===== config.mk =====
export PLATFORM = sky130hd
export DESIGN_NAME = win_gen_top
export DESIGN_NICKNAME = d
export VERILOG_FILES = /design/src/verilog/win_pkg.sv /design/src/verilog/win_ctrl_fsm.sv /design/src/verilog/win_position.sv /design/src/verilog/win_shift.sv /design/src/verilog/win_pad_mask.sv /design/src/verilog/win_gen_top.sv
export SDC_FILE = /design/constraint.sdc
export NUM_CORES = 1
export LEC_CHECK = 0
export ABC_CLOCK_PERIOD_IN_PS = 6600
export BUFFER_PORTS_ARGS = -buffer_cell sky130_fd_sc_hd__buf_2
export CAP_MARGIN = 30
export CORE_ASPECT_RATIO = 1.4
export CORE_UTILIZATION = 52
export CTS_CLUSTER_SIZE = 8
export DETAILED_ROUTE_END_ITERATION = 6
export HOLD_SLACK_MARGIN = 0.03
export PLACE_DENSITY = 0.77
export SLEW_MARGIN = 10
export SYNTH_ARGS = -nofsm -noshare
export SYNTH_HDL_FRONTEND = slang
export SYNTH_SLANG_ARGS = --single-unit
export TNS_END_PERCENT = 5

===== constraint.sdc =====
create_clock -name clk -period 6.6 [get_ports clk]
set_clock_uncertainty 0.1 [all_clocks]
set_input_delay 0.66 -clock clk [delete_from_list [all_inputs] [get_ports clk]]
set_output_delay 0.66 -clock clk [all_outputs]
set_load 0.05 [all_outputs]

===== src/verilog/win_pkg.sv =====
package win_pkg;

    // Pixel and position widths
    localparam int PIX_W = 8;
    localparam int POS_W = 10;  // Up to 1024 rows or columns

    typedef logic [PIX_W-1:0] pixel_t;

    // Control FSM states
    typedef enum logic [1:0] {
        FILL   = 2'd0,  // Window still loading
        STREAM = 2'd1   // One window per beat
    } ctrl_state_t;

endpackage


===== src/verilog/win_ctrl_fsm.sv =====
`timescale 1ns/100ps

module win_ctrl_fsm (
    input  logic clk,
    input  logic rst,
    input  logic valid_i,
    input  logic fill_full_i,
    input  logic frame_end_i,
    output logic fill_step_o,
    output logic emit_o
);

    import win_pkg::*;

    ctrl_state_t state;
    logic        frame_wrap;

    assign frame_wrap = emit_o && frame_end_i;  // Last window of the frame leaving

    // A beat that meets the last emit already belongs to the next frame
    assign fill_step_o = valid_i && (state == FILL || frame_wrap);

    always_ff @(posedge clk) begin
        if (rst) begin
            state  <= FILL;
            emit_o <= 1'b0;
        end else begin
            emit_o <= 1'b0;
            if (fill_step_o) begin
                if (fill_full_i) begin
                    state  <= STREAM;
                    emit_o <= 1'b1;  // First centre of the frame
                end else begin
                    state <= FILL;
                end
            end else if (frame_wrap) begin
                state <= FILL;
            end else if (valid_i) begin
                emit_o <= 1'b1;  // Only reachable in STREAM
            end
        end
    end

    emit_in_stream_a: assert property (@(posedge clk) disable iff (rst)
        emit_o |-> state == STREAM && $past(valid_i))
        else $error("emit without a streamed beat");

endmodule


===== src/verilog/win_position.sv =====
`timescale 1ns/100ps

module win_position #(
    parameter int WIN  = 5,
    parameter int ROWS = 6,
    parameter int COLS = 8
) (
    input  logic                      clk,
    input  logic                      rst,
    input  logic                      fill_step_i,
    input  logic                      emit_i,
    output logic                      fill_full_o,
    output logic [win_pkg::POS_W-1:0] row_o,
    output logic [win_pkg::POS_W-1:0] col_o,
    output logic                      frame_end_o
);

    import win_pkg::*;

    localparam int HALF = WIN / 2;

    logic [POS_W-1:0] fill_cnt;
    logic [POS_W-1:0] fill_now;
    logic             frame_wrap;

    assign frame_end_o = (row_o == POS_W'(ROWS - 1)) && (col_o == POS_W'(COLS - 1));
    assign frame_wrap  = emit_i && frame_end_o;
    assign fill_now    = frame_wrap ? '0 : fill_cnt;  // Restart for the next frame
    assign fill_full_o = (fill_now == POS_W'(HALF));

    // Fill count holds at HALF while streaming
    always_ff @(posedge clk) begin
        if (rst) begin
            fill_cnt <= '0;
        end else if (fill_step_i && !fill_full_o) begin
            fill_cnt <= fill_now + 1'b1;
        end else begin
            fill_cnt <= fill_now;
        end
    end

    always_ff @(posedge clk) begin
        if (rst) begin
            row_o <= '0;
            col_o <= '0;
        end else if (emit_i) begin
            if (col_o == POS_W'(COLS - 1)) begin
                col_o <= '0;
                row_o <= (row_o == POS_W'(ROWS - 1)) ? '0 : row_o + 1'b1;
            end else begin
                col_o <= col_o + 1'b1;
            end
        end
    end

    pos_range_a: assert property (@(posedge clk) disable iff (rst)
        row_o < POS_W'(ROWS) && col_o < POS_W'(COLS))
        else $error("centre outside image");

endmodule


===== src/verilog/win_shift.sv =====
`timescale 1ns/100ps

module win_shift #(
    parameter int WIN = 5
) (
    input  logic                           clk,
    input  logic                           rst,
    input  logic                           valid_i,
    input  win_pkg::pixel_t [WIN-1:0]      column_i,
    output win_pkg::pixel_t [WIN*WIN-1:0]  window_o
);

    // Tap i*WIN+j is row i, column j; column 0 is the oldest
    always_ff @(posedge clk) begin
        if (rst) begin
            window_o <= '0;
        end else if (valid_i) begin
            for (int i = 0; i < WIN; i++) begin
                for (int j = 0; j < WIN - 1; j++) begin
                    window_o[i*WIN + j] <= window_o[i*WIN + j + 1];
                end
                window_o[i*WIN + WIN - 1] <= column_i[i];  // Newest column enters right
            end
        end
    end

    column_known_a: assert property (@(posedge clk) disable iff (rst)
        valid_i |-> !$isunknown(column_i))
        else $error("unknown pixel on accepted beat");

endmodule


===== src/verilog/win_pad_mask.sv =====
`timescale 1ns/100ps

module win_pad_mask #(
    parameter int WIN  = 5,
    parameter int ROWS = 6,
    parameter int COLS = 8
) (
    input  logic                          clk,
    input  logic                          rst,
    input  logic                          emit_i,
    input  win_pkg::pixel_t [WIN*WIN-1:0] window_i,
    input  logic [win_pkg::POS_W-1:0]     row_i,
    input  logic [win_pkg::POS_W-1:0]     col_i,
    input  logic                          frame_end_i,
    output logic                          valid_o,
    output win_pkg::pixel_t [WIN*WIN-1:0] window_o,
    output logic                          frame_done_o
);

    localparam int HALF = WIN / 2;

    logic [WIN-1:0] row_in;
    logic [WIN-1:0] col_in;

    // Tap offset k maps to image index pos+k-HALF
    always_comb begin
        for (int k = 0; k < WIN; k++) begin
            row_in[k] = (int'(row_i) + k >= HALF) && (int'(row_i) + k < ROWS + HALF);
            col_in[k] = (int'(col_i) + k >= HALF) && (int'(col_i) + k < COLS + HALF);
        end
    end

    always_ff @(posedge clk) begin
        if (rst) begin
            valid_o      <= 1'b0;
            frame_done_o <= 1'b0;
        end else begin
            valid_o      <= emit_i;
            frame_done_o <= emit_i && frame_end_i;
        end
    end

    always_ff @(posedge clk) begin
        if (emit_i) begin
            for (int i = 0; i < WIN; i++) begin
                for (int j = 0; j < WIN; j++) begin
                    window_o[i*WIN + j] <= (row_in[i] && col_in[j]) ?
                                           window_i[i*WIN + j] : '0;  // Zero padding
                end
            end
        end
    end

    // Done strobe must come with the window of the bottom-right centre
    done_at_last_a: assert property (@(posedge clk) disable iff (rst)
        frame_done_o |-> valid_o && int'($past(row_i)) == ROWS - 1
                         && int'($past(col_i)) == COLS - 1)
        else $error("frame done away from the last centre");

endmodule


===== src/verilog/win_gen_top.sv =====
`timescale 1ns/100ps

module win_gen_top #(
    parameter int WIN  = 5,
    parameter int ROWS = 6,
    parameter int COLS = 8
) (
    input  logic                          clk,
    input  logic                          rst,
    input  logic                          valid_i,
    input  win_pkg::pixel_t [WIN-1:0]     column_i,
    output logic                          valid_o,
    output win_pkg::pixel_t [WIN*WIN-1:0] window_o,
    output logic                          frame_done_o
);

    import win_pkg::*;

    logic                   fill_step;
    logic                   emit;
    logic                   fill_full;
    logic                   frame_end;
    logic [POS_W-1:0]       row;
    logic [POS_W-1:0]       col;
    pixel_t [WIN*WIN-1:0]   window;  // Unmasked window

    win_ctrl_fsm win_ctrl_fsm_i (
        .clk         (clk),
        .rst         (rst),
        .valid_i     (valid_i),
        .fill_full_i (fill_full),
        .frame_end_i (frame_end),
        .fill_step_o (fill_step),
        .emit_o      (emit)
    );

    win_position #(.WIN(WIN), .ROWS(ROWS), .COLS(COLS)) win_position_i (
        .clk         (clk),
        .rst         (rst),
        .fill_step_i (fill_step),
        .emit_i      (emit),
        .fill_full_o (fill_full),
        .row_o       (row),
        .col_o       (col),
        .frame_end_o (frame_end)
    );

    win_shift #(.WIN(WIN)) win_shift_i (
        .clk      (clk),
        .rst      (rst),
        .valid_i  (valid_i),
        .column_i (column_i),
        .window_o (window)
    );

    win_pad_mask #(.WIN(WIN), .ROWS(ROWS), .COLS(COLS)) win_pad_mask_i (
        .clk          (clk),
        .rst          (rst),
        .emit_i       (emit),
        .window_i     (window),
        .row_i        (row),
        .col_i        (col),
        .frame_end_i  (frame_end),
        .valid_o      (valid_o),
        .window_o     (window_o),
        .frame_done_o (frame_done_o)
    );

endmodule


# --- Yosys cells after proc, flatten, opt, wreduce, memory -nomap -nowiden ---
# Index checks and enable logic that the tools add are counted.
word_totals:
  register_bits: 435
  input_bits: 43
  output_inout_bits: 202
  wordCells: 146
classes:
  n_addsub: 11
  n_lt_le_gt_ge: 20
  n_eq_ne: 3
  n_mux: 11
  n_reduce_logical: 44
ops:
  columns: ["operator", "count"]
  rows:
  - [">= comparator 32 x 3 -> 1 bit, second input constant", 8]
  - ["less-than comparator 32 x 5 -> 1 bit, second input constant", 8]
  - ["adder 10 x 2 -> 11 bit, second input constant", 4]
  - ["2-to-1 mux 10 bit", 4]
  - ["logical AND 1 bit", 39]
  - ["adder 10 x 1 -> 10 bit, second input constant", 3]
  - ["adder 10 x 1 -> 11 bit, second input constant", 2]
  - ["adder 10 x 3 -> 11 bit, second input constant", 2]
  - ["equality test 10 x 3 -> 1 bit, second input constant", 2]
  - [">= comparator 10 x 2 -> 1 bit, second input constant", 2]
  - ["less-than comparator 10 x 4 -> 1 bit, second input constant", 2]
  - ["equality test 10 x 2 -> 1 bit, second input constant", 1]
  - ["2-to-1 mux 1 bit", 5]
  - ["2-to-1 mux 2 bit", 2]
  - ["zero test 2 bit", 1]
  - ["AND reduction 2 bit", 1]
  - ["nonzero test 2 bit", 1]
  - ["zero test 1 bit", 1]
  - ["logical OR 1 bit", 1]

# --- Longest topological paths before layout ---
# Gate-level depths: netlist of the first run.
logic_depth:
  depth_word: 8
  ltp_mapped: 14
  depth_no_buf: 13

# --- Modules after synthesis ---
# Synthesis of the first run repeated with hierarchy kept, for this count alone.
unflattened:
  cells_unflattened: 1518
  hier_area_um2: 18079.8
modules_own_cells:
  columns: ["module", "instances", "cells_each", "area_each_um2", "seq_area_each_um2"]
  rows:
  - ["win_pad_mask", 1, 691, 9252.6, 6045.8]
  - ["win_shift", 1, 644, 7191.9, 4003.8]
  - ["win_position", 1, 174, 1555.2, 600.6]
  - ["win_ctrl_fsm", 1, 9, 80.1, 40.0]

# --- Worst setup path before layout of the first run ---
# OpenSTA, ideal clock, no wires.
synth_timing:
  path_type: "reg2reg"
  start: "register win_ctrl_fsm_i.emit_o"
  end: "register win_position_i.fill_cnt[0]"
  setup_ps: 70
  arrival_time_ps: 6754
  required_time_ps: 6430
  setup_slack_ps: -324
  stages_incl_launch_ff: 12
  path_buffers: 1
  cell_sequence: "dfxtp_1 -> clkbuf_1 -> and3_1 -> nand3_1 -> or2_2 -> nand2_1 -> ha_1 -> nor2b_1 -> nand3_1 -> o211a_1 -> a211o_1 -> a21oi_1"
synth_via:
  elab_chain_cells: 6
  word_cells_on_any_way: 9
synth_lines:
  columns: ["item", "line_no", "text"]
  rows:
  - ["start, declared", "win_ctrl_fsm.sv:10", "output logic emit_o"]
  - ["start signal, assigned", "win_ctrl_fsm.sv:26", "emit_o <= 1'b0;"]
  - ["start signal, assigned", "win_ctrl_fsm.sv:28", "emit_o <= 1'b0;"]
  - ["start signal, assigned", "win_ctrl_fsm.sv:32", "emit_o <= 1'b1;"]
  - ["logical AND 1 bit (*)", "win_ctrl_fsm.sv:18, win_position.sv:27", null]
  - ["parallel branches: the longest is 4 deep, another holds adder 10 x 1 -> 10 bit", null, null]
  - ["2-to-1 mux 10 bit (*)", "win_position.sv:35", "end else if (fill_step_i && !fill_full_o) begin"]
  - ["end signal, assigned", "win_position.sv:36", "fill_cnt <= fill_now + 1'b1;"]
  - ["end signal, assigned", "win_position.sv:38", "fill_cnt <= fill_now;"]
  - ["end, declared", "win_position.sv:22", "logic [POS_W-1:0] fill_cnt;"]
# Mark *: on every way between the ends.
# A chain may end at the register's enable or synchronous reset.

# --- Worst setup path after layout of the first run ---
layout_timing:
  start: "register win_position_i.col_o[1] in the netlist's numbering"
  end: "register win_position_i.fill_cnt[0]"
layout_via:
  elab_chain_cells: 8
  word_cells_on_any_way: 11
layout_lines:
  columns: ["item", "line_no", "text"]
  rows:
  - ["start, declared", "win_position.sv:14", "output logic [win_pkg::POS_W-1:0] col_o,"]
  - ["start signal, assigned", "win_position.sv:51", "col_o <= col_o + 1'b1;"]
  - ["equality test 10 x 3 -> 1 bit (*)", "win_position.sv:26", "assign frame_end_o = (row_o == POS_W'(ROWS - 1)) && (col_o == POS_W'(COLS - 1));"]
  - ["logical AND 1 bit (*)", "win_position.sv:26", null]
  - ["logical AND 1 bit (*)", "win_ctrl_fsm.sv:18, win_position.sv:27", null]
  - ["parallel branches: the longest is 4 deep, another holds adder 10 x 1 -> 10 bit", null, null]
  - ["2-to-1 mux 10 bit (*)", "win_position.sv:35", null]
# Marked as above.

==> summary.md, run 1 <==
| Metric | Value |
|---|---|
| CP max-delay cell | `dfxtp_1` |
| Total Wirelength | `approximately 41 mm` |
| Postcts setup bufs | `0` |
| Initial core utilization | `0.5308` |
| P_leak | `8.830 nW` |
| R2R cell count | `11` |
| Synth top area cells | `edfxtp_1 34%, dfxtp_1 26%, mux2i_1 11%` |
| Reg2reg start | `win_position_i.col_o[1]` |
| Placer Congestion | `between 0.8 and 0.9` |
| Post-synthesis sequential element count | `roughly 430` |
| Die height | `around 220 um` |
| Final-stage net count | `between 1500 and 2000` |
| Req. time, crit path | `about 7000 ps` |
| DR iter-0 viols | `between 800 and 900` |
| I/O Buffers | `between 200 and 250` |
| Final hold violation count | `0` |
| Switching fraction of total power | `0.2227` |
| Via-to-Cell Ratio | `between 5 and 6` |
| Placed cell count | `approximately 2100` |
| Fin crit share | `0.5086` |
| Grt ovf | `0` |
| Clk Latency, worst-skew pair | `570 ps` |
| Combinational power share | `0.051` |
| Post-route setup TNS | `0 ps` |
| Max-Cap Viols | `0` |
| Synthesized area | `around 0.018 mm2` |
| Worst Path Buf+Inv | `0` |
| HP Class | `primary input to flop` |
| Post-synth EDFFs | `200` |
| PwrDens | `~290 mW/mm2` |
| Synth Area per Inst | `11.75 um2` |
| Hold depth | `3` |
| Layout cells sized above 1 | `0.2057` |
| Clock buffer count from CTS | `60` |
| CTS tree | `built` |
| Register area share after synthesis | `0.6028` |
| Most common cell in the netlist | `nor2_1` |
| Sw Pwr | `approximately 1.3 mW` |
| Final ANT Viol Nets | `0` |
| Synth Net Count | `between 1500 and 2000` |
| Sequential Power Share | `0.483` |
| First-pass GRT wire length | `approximately 64 mm` |
| Crit start category | `flop` |
| Max incr delay on CP | `approximately 640 ps` |
| # rows | `a little under 80` |
| Mapped Cells | `between 1500 and 2000` |
| Crit path DAT | `~3800 ps` |
| Clock Path Buffers | `3` |
| Cts hold-fix bufs | `0` |
| DRC errors left | `0` |
| Slew Viols, Final | `0` |
| Vias in the first global route | `11730` |
| Unrepaired setup endpoints after global routing | `no` |
| CTS H-Tree Depth | `2` |
| Placed Instance Area | `approximately 0.019 mm2` |
| Post-synth top area share | `0.3387` |
| Internal power | `approximately 4.7 mW` |
| Clk Tree Root Cell | `clkbuf_16` |
| Fin area | `roughly 0.021 mm2` |
| Worst VDD drop | `about 0.00021 V` |
| Pre-CTS setup slack | `3306 ps` |
| Synth cell types | `between 70 and 80` |
| IO Pins | `roughly 250` |
| First-pass DRT Iterations | `5` |
| Area grow syn2layout | `18.90%` |
| Core Area | `about 0.033 mm2` |
| CP top delay family | `simple AND/OR/NAND/NOR gates` |
| Most common flop cell mapped by yosys | `dfxtp_1` |
| Final Worst Setup Slack | `between 3000 and 4000 ps` |
| Clock power share | `0.466` |
| Finish-stage setup viols | `0` |
| Die X | `158.1 um` |
| Overall global routing resource usage | `0.2345` |
| Tmin final | `between 3000 and 4000 ps` |
| Flop-to-flop setup slack | `3240 ps` |
| Synth Warn # | `0` |
| Largest net degree at the start of global routing | `97` |
| DP HPWL | `~26 mm` |
| DIE AREA | `approximately 0.035 mm2` |
| Crit-path max FO | `12` |
| Cell Chain, Critical Path | `ha_1, and3_1, nand3_1, or2_2, nand2_1, ha_1, nor2b_1, nand3_1, o211a_1, a211o_1, a21oi_1` |
| Hold_sp | `column_i[11]` |
| Reg2reg end | `win_position_i.fill_cnt[0]` |
| Status | `completed` |
| Critical path class | `flop to flop` |
| Tightest Pin Transition | `a little under 1000 ps` |
| Non-Filler Instances | `between 2000 and 2500` |
| Resize count post-CTS | `0` |
| Most area-hungry cell type in the Yosys netlist | `edfxtp_1` |
| Post-synth top cells | `238 x nor2_1, 234 x dfxtp_1, 203 x mux2i_1, 200 x edfxtp_1, 101 x and3_1` |
| Initial antenna violation count | `1` |
| WL per Instance | `18.63 um` |
| Worst Hold Path EP | `win_shift_i.window_o[75]` |
| Clk pin slew, worst setup/hold paths | `approximately 50 ps` |
| Nature of the critical path endpoint | `flop` |
| Max Clk Rate | `297.9 MHz` |
| CTS sink count | `434` |
| Total number of vias | `12220` |
| Fin util | `0.6311` |
| Slew HR | `0.3426` |
| Async SR Flop Fraction | `0` |
power groups by stage:
| stage | Sequential [mW] | Combinational (mW) | Clock, mW |
|---|---|---|---|
| floorplan | 3.05 | 0.134 | 0 |
| global placement | 2.96 | 0.299 | 0 |
| detailed placement | 2.96 | 0.307 | 0 |
| CTS | 2.91 | 0.308 | 2.85 |
| global route | 2.91 | 0.330 | 2.97 |
| finish | 2.91 | 0.310 | 2.81 |
worst max-delay path by stage:
| stage | start | to | slack, ps | depth (start not counted) |
|---|---|---|---|---|
| after floorplan | win_ctrl_fsm_i.emit_o | win_position_i.fill_cnt[0] | 1780 | 11 |
| after global placement | win_position_i.col_o[1] | win_position_i.fill_cnt[0] | 3380 | 11 |
| after detailed placement | win_position_i.col_o[1] | win_position_i.fill_cnt[0] | 3310 | 11 |
| after CTS | win_position_i.col_o[1] | win_position_i.fill_cnt[0] | 3260 | 11 |
| after global routing | win_position_i.col_o[1] | win_position_i.fill_cnt[0] | 3030 | 11 |
| final | win_position_i.col_o[1] | win_position_i.fill_cnt[0] | 3240 | 11 |
logic make-up (layout without fill, tap and decap cells):
kind of cell               Yosys count  in the layout  synth area share
AOI/OAI and AO/OA                  107            107           0.04403
xor gates and xnor gates            19             19          0.009384
adders and majority gates           24             24           0.01693
buffers and inverters              122            392           0.02858
DFF                                434            434            0.6028
muxes                              204            204            0.1152
other                                0              2                 0
and+or+nand+nor                    599            599            0.1830
layout by cell type, fill, tap and decap left out, types with 6 or more instances in the layout:
cell type	n
a21oi_1	28
and2_1	66
and3_1	101
and4bb_1	7
buf_2	242
buf_4	13
clkbuf_1	49
clkbuf_16	61
dfxtp_1	233
edfxtp_1	200
ha_1	24
inv_1	16
mux2i_1	203
nand2_1	50
nand3_1	15
nand4_1	11
nor2_1	238
nor2b_1	8
nor3_1	29
nor4bb_1	17
o21ai_0	22
or3_1	6
xnor2_1	7
xor2_1	12
metrics by stage:
stage	power [mW]	hold slack [ps]
detailed placement	3.270	370.3
finish	6.026	223.4
global route	6.214	223.5
CTS	6.071	200.8
global placement	3.261	363.7
floorplan	3.185	351.5
final cells by class:
class | instances | area, um2
Antenna cell | 2 | 5.005
Clock buffer | 110 | 1710
Clock inverter | 3 | 25.02
Fill cell | 2600 | 12330
Inverter | 18 | 67.56
Multi-Input combinational cell | 953 | 6588
Sequential cell | 434 | 10690
Tap cell | 445 | 556.8
Timing Repair Buffer | 261 | 1438
sequential cells by signal, summed over array words and instances, names as in the netlist:
name                         flops
win_position_i.col_o            10
win_pad_mask_i.frame_done_o      1
win_pad_mask_i.window_o        200
win_position_i.row_o            10
win_pad_mask_i.valid_o           1
win_position_i.fill_cnt         10
win_ctrl_fsm_i.state             1
win_shift_i.window_o           200
win_ctrl_fsm_i.emit_o            1
worst register-to-register path, stage by stage, from the launching register on:
cell	delay (ps)
dfxtp_1	640
ha_1	510
and3_1	230
nand3_1	230
or2_2	420
nand2_1	110
ha_1	170
nor2b_1	160
nand3_1	130
o211a_1	190
a211o_1	290
a21oi_1	130
layer usage:
metal  wire, um  vias to the layer above  GRT usage
met4       1328                        0    0.09231
met1      17130                     5927     0.2871
met5          0                        -          0
met2      21110                      373     0.4160
met3       1912                       87    0.03094
li1           -                     5831          -
(Power assumes the default switching activity.)
==> run 2: changes to the inputs <==
- ABC_AREA: not set -> 1
- ABC_CLOCK_PERIOD_IN_PS: 6600 -> 3380
- CORE_UTILIZATION: 52 -> 57
- PLACE_DENSITY: 0.77 -> 0.81
- clock period: 6.6 -> 3.38 ns (I/O delays scaled with it)
==> run 2 against run 1 <==
Against the previous run: combinational power grew to 3.2 times the previous value; non-clock buffer count grew 37; largest cell class unchanged; wire length increased by 2.6%; highest routed layer unchanged; setup slack worse by 2800 ps; total power is 100% higher; utilization rose by 7.5 points; clock-buffer cell count shrank 5; critical path type unchanged.
==> summary.md, run 2 <==
| Metric | Value |
|---|---|
| Crit start category | `flop` |
| PwrDens | `599.6 mW/mm2 (+110%)` |
| Synth Net Count | `1840 (+17%)` |
| Synth Warn # | `0 (unchanged)` |
| Fin crit share | `0.8688 (+0.3602)` |
| Sequential Power Share | `0.476 (-0.007)` |
| Mapped Cells | `1773 (+17%)` |
| Critical path class | `flop to flop` |
| Internal power | `9.349 mW (+100%)` |
| Clock buffer count from CTS | `60 (unchanged)` |
| Slew Viols, Final | `0 (unchanged)` |
| DR iter-0 viols | `915 (+9.3%)` |
| Synthesized area | `0.01694 mm2 (-4.5%)` |
| Area of the multi-input gates | `0.004975 mm2 (-24%)` |
| Post-synth EDFFs | `200 (unchanged)` |
| Clock Path Buffers | `3 (unchanged)` |
| Combinational power share | `0.081 (+0.030)` |
| Clk pin slew, worst setup/hold paths | `60 ps (about the same)` |
| DRC errors left | `0 (unchanged)` |
| Sw Pwr | `2.996 mW (+120%)` |
| Via-to-Cell Ratio | `5.354 (-2.4%)` |
| Area grow syn2layout | `21.51%` |
| Cell Chain, Critical Path | `inv_1, ha_1, nand2_1, inv_1, nand2_1, nor2_1, nand3_2, inv_2, nor2_1, ha_1, nand2_1, nor2_1, nand3_1, or2_2, o21ai_0, nor2_1` |
| Total number of vias | `13240 (+8.3%)` |
| DP HPWL | `26.86 mm (+1.6%)` |
| DIE AREA | `0.03043 mm2 (-13%)` |
| CP max-delay cell | `dfxtp_1` |
| Status | `completed` |
| CTS tree | `built` |
| FF/Latch Area | `0.01069 mm2 (unchanged)` |
| Synth Area per Inst | `9.556 um2 (-19%)` |
| Max Clk Rate | `340.5 MHz (+14%)` |
| Biggest regs | `win_pad_mask_i.window_o (200), win_shift_i.window_o (200)` |
| Postcts setup bufs | `0 (unchanged)` |
| Crit path DAT | `3310 ps (-450 ps)` |
| Overall global routing resource usage | `0.2754 (+0.04100)` |
| Most area-hungry cell type in the Yosys netlist | `edfxtp_1` |
| Switching fraction of total power | `0.2427 (+0.01998)` |
| Finish-stage setup viols | `0 (unchanged)` |
| Async SR Flop Fraction | `0 (unchanged)` |
| Layout cells sized above 1 | `0.1611 (-0.04464)` |
| Crit-path most repeated cell | `nor2_1` |
| Final ANT Viol Nets | `0 (unchanged)` |
| Clock power share | `0.443 (-0.023)` |
| Vias in the first global route | `12720 (+8.5%)` |
| Die X | `147.7 um (-6.6%)` |
| Max-Cap Viols | `0 (unchanged)` |
| Synth top area cells | `edfxtp_1 35%, dfxtp_1 28%, a21oi_1 6.8%` |
| Clk Tree Root Cell | `clkbuf_16` |
| Grt ovf | `0 (unchanged)` |
| Unrepaired setup endpoints after global routing | `no` |
| WHS | `108.8 ps (-114.7 ps)` |
| First-pass DRT Iterations | `5 (unchanged)` |
| Final-stage net count | `2113 (+18%)` |
| Core Area | `0.02917 mm2 (-13%)` |
| Req. time, crit path | `3760 ps (-3240 ps)` |
| Most common cell after layout, fill and taps aside | `nor2_1` |
| Most common flop cell mapped by yosys | `dfxtp_1` |
| P_leak | `8.217 nW (-6.9%)` |
| Commonest non-fill, non-tap cells in the layout | `257 x nor2_1, 247 x inv_1, 243 x buf_2` |
| Initial core utilization | `0.5809 (+0.05013)` |
| Power Total | `12.35 mW (+100%)` |
| CTS H-Tree Depth | `2 (unchanged)` |
| Largest net degree at the start of global routing | `233 (+140%)` |
| # rows | `74 (-6.3%)` |
| Initial antenna violation count | `0 (-1)` |
| Synth cell types | `40 (-49%)` |
| Nature of the critical path endpoint | `flop` |
| Slew HR | `0.3330 (-0.009528)` |
| Tightest Pin Transition | `1000 ps (+17.48 ps)` |
| Final hold violation count | `0 (unchanged)` |
| I/O Buffers | `244 (unchanged)` |
| Worst Path Buf+Inv | `3 (+3)` |
| Die height | `206.0 um (-6.6%)` |
| Register area share after synthesis | `0.6310 (+0.02814)` |
| Tmin final | `2937 ps (-420.3 ps)` |
| Most common cell in the netlist | `nor2_1` |
| Fill cells | `2014 (-23%)` |
| Post-route setup TNS | `0 ps (unchanged)` |
| Post-synthesis sequential element count | `434 (unchanged)` |
| Total Wirelength | `42.55 mm (+2.6%)` |
| WL per Instance | `17.21 um (-7.6%)` |
| Worst VDD drop | `0.0004781 V (+130%)` |
| # diodes | `0 (-2)` |
| Max incr delay on CP | `530 ps (-110 ps)` |
| Placer Congestion | `0.9276 (+7.2%)` |
| Post-synth top cells | `257 x nor2_1, 249 x inv_1, 234 x dfxtp_1, 231 x a21oi_1, 218 x o21ai_0` |
| Crit-path max FO | `9 (-3)` |
| Clk Latency, worst-skew pair | `580 ps (about the same)` |
| First-pass GRT wire length | `65.86 mm (+3.5%)` |
| Post-synth top area share | `0.3545 (+0.01581)` |
| CP top delay family | `simple AND/OR/NAND/NOR gates` |
| HP Class | `primary input to flop` |
| IO Pins | `245 (unchanged)` |
| CTS sink count | `434 (unchanged)` |
run 2: cell types whose count changed after synthesis, sizes merged, moves of 18 or more:
cell	change
a21oi	+200
and2	-65
and3	-101
buf	-35
clkbuf	+18
inv	+232
mux2i	-203
nand2	+102
nor2	+20
nor3	-23
o21ai	+195
xor2	+22
run 2: area by class of cell:
| class | count | share of cell area |
|---|---|---|
| multi-input combinational | 1002 | 0.2416 |
| timing repair buffer | 298 | 0.08661 |
| sequential | 434 | 0.5194 |
| clock inverter | 3 | 0.001276 |
| clock buffer | 105 | 0.08217 |
| tap | 380 | 0.02309 |
| inverter | 250 | 0.04576 |
run 2: power groups by stage:
stage               combinational (mW)  sequential, mW  clock, mW
detailed placement               0.944            5.97          0
finish                            1.00            5.88       5.47
CTS                              0.996            5.87       5.51
global placement                 0.923            5.96          0
floorplan                        0.384            6.26          0
global route                      1.08            5.89       5.74
run 2: worst reg2reg max path, stage by stage (launching register included):
cell     delay (ps)
dfxtp_1         530
inv_1           210
ha_1            220
nand2_1          60
inv_1            30
nand2_1          40
nor2_1           60
nand3_2          90
inv_2            60
nor2_1          270
ha_1            250
nand2_1          60
nor2_1          240
nand3_1         120
or2_2           280
o21ai_0         150
nor2_1           50
run 2: path summary, 6_finish.rpt:
kind / startpoint / to / slack, ps / cells past startpoint
max: win_position_i.row_o[1] / win_position_i.fill_cnt[6] / 440 / 16
min: rst / win_pad_mask_i.valid_o / 110 / 2
max reg2reg: win_position_i.row_o[1] / win_position_i.fill_cnt[6] / 440 / 16
min reg2reg: win_shift_i.window_o[128] / win_shift_i.window_o[120] / 370 / 2
run 2: cells by family after synthesis:
kind of cell             Yosys count  share of synthesized area
AO/OA/AOI/OAI                    464                     0.1391
XOR/XNOR                          40                    0.02068
adder cells (fa/ha/maj)           24                    0.01772
buffers and inverters            337                    0.07658
flip-flops                       434                     0.6310
AND/OR/NAND/NOR                  474                     0.1149
run 2: timing repair:
item / 4_1_cts / 5_1_grt
resized for setup: 0 / 0
hold buffers: 40 / 0
hold endpoints to repair: 40 / 0
run 2: through the flow:
| step | area, um2 | cells | worst slack, ps | utilization |
|---|---|---|---|---|
| floorplan | 16970 | 1773 | 8.164 | - |
| global placement | 18470 | 2324 | 532.5 | 0.6332 |
| detailed placement | 18470 | 2324 | 480.9 | 0.6332 |
| CTS | 20590 | 2472 | 480.8 | 0.7059 |
| global route | 20590 | 2472 | 173.4 | 0.7059 |
| finish | 20590 | 2472 | 443.4 | 0.7059 |
run 2: routing by layer:
metal | routed length [um] | share of wire | track usage | vias to the layer above
met5 | 0 | 0 | 0 | -
met4 | 2097 | 0.049 | 0.1484 | 0
met3 | 2367 | 0.056 | 0.03642 | 127
met2 | 22000 | 0.52 | 0.4916 | 497
met1 | 16080 | 0.38 | 0.3212 | 6227
li1 | - | - | - | 6385
==> run 3: changes to the inputs <==
- ABC_AREA: 1 -> 0
- PLACE_DENSITY: 0.81 -> 0.8
- SYNTH_HIERARCHICAL: not set -> 1
==> run 3 against run 2 <==
Against the previous run: the flow now finishes with violations (DRC); combinational power is 7% lower; design area up 4.6%; clock-buffer cell count shrank 2; flip-flop and latch count stayed put; first-iteration DRC count is 2.2% lower; die area increased by 6.6%; via count decreased by 5.1%; clock power fell by 1%; global-route usage down 2.0 points; cell count is 9.9% lower; largest cell class unchanged.
==> summary.md, run 3 <==
| Metric | Value |
|---|---|
| Status | `finished with violations` |
| Violated checks | `DRC` |
| Overall global routing resource usage | `0.2550 (-0.02048)` |
| # diodes | `0 (unchanged)` |
| Synth top area cells | `edfxtp_1 33%, dfxtp_1 26%, mux2i_1 11%` |
| PwrDens | `561.7 mW/mm2 (-6.3%)` |
| Req. time, crit path | `3700 ps (-60 ps)` |
| Synth Warn # | `6 (+6)` |
| IO Pins | `245 (unchanged)` |
| Mapped Cells | `1518 (-14%)` |
| DR iter-0 viols | `895 (-2.2%)` |
| CP max-delay cell | `nor3_2` |
| Worst VDD drop | `0.0003830 V (-20%)` |
| Clk Latency, worst-skew pair | `570 ps (about the same)` |
| Worst Path Buf+Inv | `0 (-3)` |
| Initial core utilization | `0.5832 (+0.002316)` |
| Fin util | `0.6949 (-0.01093)` |
| DP HPWL | `25.63 mm (-4.6%)` |
| DRC errors left | `20 (+20)` |
| Largest net degree at the start of global routing | `208 (-11%)` |
| HP Class | `primary input to flop` |
| Post-synthesis sequential element count | `434 (unchanged)` |
| Final hold violation count | `0 (unchanged)` |
| First-pass GRT wire length | `65.30 mm (-0.85%)` |
| Slew HR | `0.2073 (-0.1258)` |
| Max-Cap Viols | `0 (unchanged)` |
| Die height | `212.7 um (+3.3%)` |
| Synth Net Count | `1592 (-13%)` |
| Layout cells sized above 1 | `0.2040 (+0.04294)` |
| Post-synth top cells | `237 x nor2_1, 234 x dfxtp_1, 206 x mux2i_1, 200 x edfxtp_1, 154 x and3_1` |
| Total Wirelength | `41.90 mm (-1.5%)` |
| Synth cell types | `78 (+95%)` |
| Postcts setup bufs | `0 (unchanged)` |
| Synthesized area | `0.01808 mm2 (+6.7%)` |
| Tmin final | `3093 ps (+156.4 ps)` |
| Crit start category | `flop` |
| Area grow syn2layout | `19.16%` |
| Post-synth top area share | `0.3322 (-0.02230)` |
| Power Total | `12.10 mW (-2.0%)` |
| Clock buffer count from CTS | `60 (unchanged)` |
| I/O Buffers | `244 (unchanged)` |
| Biggest regs | `win_pad_mask_i/window_o (200), win_shift_i/window_o (200)` |
| CP top delay family | `simple AND/OR/NAND/NOR gates` |
| Unrepaired setup endpoints after global routing | `no` |
| Slew Viols, Final | `0 (unchanged)` |
| Most common cell after layout, fill and taps aside | `buf_2` |
| Nature of the critical path endpoint | `flop` |
| Cell Chain, Critical Path | `ha_1, xor2_1, a211oi_1, o221ai_2, nor3_2, and2_1` |
| Total number of vias | `12570 (-5.1%)` |
| Crit path DAT | `3420 ps (+110 ps)` |
| Placer Congestion | `0.8773 (-5.4%)` |
| Tightest Pin Transition | `1189 ps (+188.6 ps)` |
| Vias in the first global route | `12240 (-3.8%)` |
| Most area-hungry cell type in the Yosys netlist | `edfxtp_1` |
| Initial antenna violation count | `0 (unchanged)` |
| Most common cell in the netlist | `nor2_1` |
| CTS H-Tree Depth | `2 (unchanged)` |
| Die X | `152.5 um (+3.3%)` |
| Grt ovf | `0 (unchanged)` |
| Critical path class | `flop to flop` |
| Synth Area per Inst | `11.91 um2 (+25%)` |
| Commonest non-fill, non-tap cells in the layout | `242 x buf_2, 236 x nor2_1, 233 x dfxtp_1` |
| Post-route setup TNS | `0 ps (unchanged)` |
| Register area share after synthesis | `0.5913 (-0.03969)` |
| Via-to-Cell Ratio | `5.640 (+5.3%)` |
| Final-stage net count | `1868 (-12%)` |
| Clk pin slew, worst setup/hold paths | `60 ps (about the same)` |
| Most common flop cell mapped by yosys | `dfxtp_1` |
| Max incr delay on CP | `710 ps (+180 ps)` |
| Clk Tree Root Cell | `clkbuf_16` |
| CTS sink count | `434 (unchanged)` |
| WHS | `145.3 ps (+36.56 ps)` |
| Crit-path max FO | `16 (+7)` |
| Finish-stage setup viols | `0 (unchanged)` |
| Final ANT Viol Nets | `0 (unchanged)` |
| P_leak | `9.342 nW (+14%)` |
| CTS tree | `built` |
| First-pass DRT Iterations | `7 (+2)` |
| Core Area | `0.03100 mm2 (+6.3%)` |
| WL per Instance | `18.81 um (+9.3%)` |
| DIE AREA | `0.03245 mm2 (+6.6%)` |
| Fin crit share | `0.9151 (+0.04628)` |
| Clock Path Buffers | `3 (unchanged)` |
| # rows | `76 (+2.7%)` |
| Max Clk Rate | `323.3 MHz (-5.1%)` |
| Post-synth EDFFs | `200 (unchanged)` |
| Async SR Flop Fraction | `0 (unchanged)` |
run 3: cell count changes in the layout (fill, tap and decap cells not counted), moves of 14 or more:
cell,before,now
a21oi_1,231,16
o21ai_0,218,9
buf_4,10,28
mux2i_1,0,206
nand4_1,5,19
nor3_1,9,27
xor2_1,34,17
and3_1,0,154
and2_1,1,44
nand2_1,151,24
nor2_1,257,236
inv_1,247,35
run 3: final timing paths:
path	start	to	slack [ps]	cells after the start
setup / recovery	win_position_i/col_o[3]	win_pad_mask_i/window_o[119]	290	6
hold / removal	rst	win_shift_i/window_o[115]	150	2
setup reg to reg	win_position_i/col_o[3]	win_pad_mask_i/window_o[119]	290	6
hold reg to reg	win_shift_i/window_o[84]	win_shift_i/window_o[84]	380	2
run 3: logic make-up (layout without fill, tap and decap cells):
| kind of cell | count (synthesis) | in the layout | synth area share |
|---|---|---|---|
| AND/OR/NAND/NOR | 584 | 584 | 0.1714 |
| flip-flops | 434 | 434 | 0.5913 |
| multiplexers | 209 | 209 | 0.1159 |
| buffers and inverters | 137 | 457 | 0.04692 |
| AO/OA/AOI/OAI | 89 | 89 | 0.03654 |
| XOR/XNOR | 34 | 34 | 0.01647 |
| adder cells (fa/ha/maj) | 31 | 31 | 0.02145 |
run 3: power breakdown:
group / leakage [nW] / total (mW) / switching, mW / internal (mW)
sequential: 3.76 / 5.76 / 0.0915 / 5.67
combinational: 4.77 / 0.935 / 0.667 / 0.268
clock: 0.812 / 5.40 / 2.10 / 3.30
total: 9.34 / 12.1 / 2.86 / 9.24
run 3: cell type report:
| type | count | area (um2) |
|---|---|---|
| Clock buffer | 103 | 1673 |
| Fill cell | 2174 | 9457 |
| Tap cell | 390 | 488.0 |
| Sequential cell | 434 | 10690 |
| Multi-Input combinational cell | 947 | 6599 |
| Inverter | 35 | 131.4 |
| Clock inverter | 3 | 30.03 |
| Timing Repair Buffer | 316 | 1928 |
run 3: timing repair:
item | in CTS | in global routing
resized for setup | 0 | 0
hold endpoints to repair | 40 | 0
hold buffers | 40 | 0
run 3: per-stage QoR:
step           worst slack [ps]  std cells  instance area, um2
5_1_grt                   66.69       2228               21540
3_5_place_dp              347.8       2082               19440
6_report                  287.0       2228               21540
3_3_place_gp              351.5       2082               19440
2_1_floorplan            -175.7       1518               18120
4_1_cts                   335.0       2228               21540
run 3: routing by layer:
metal  vias to the layer above  share of wire  track usage
met4                         0          0.032       0.1073
met3                        85          0.048      0.03552
met5                         -              0            0
met2                       396           0.52       0.4608
met1                      6126           0.40       0.3058
li1                       5960              -            -
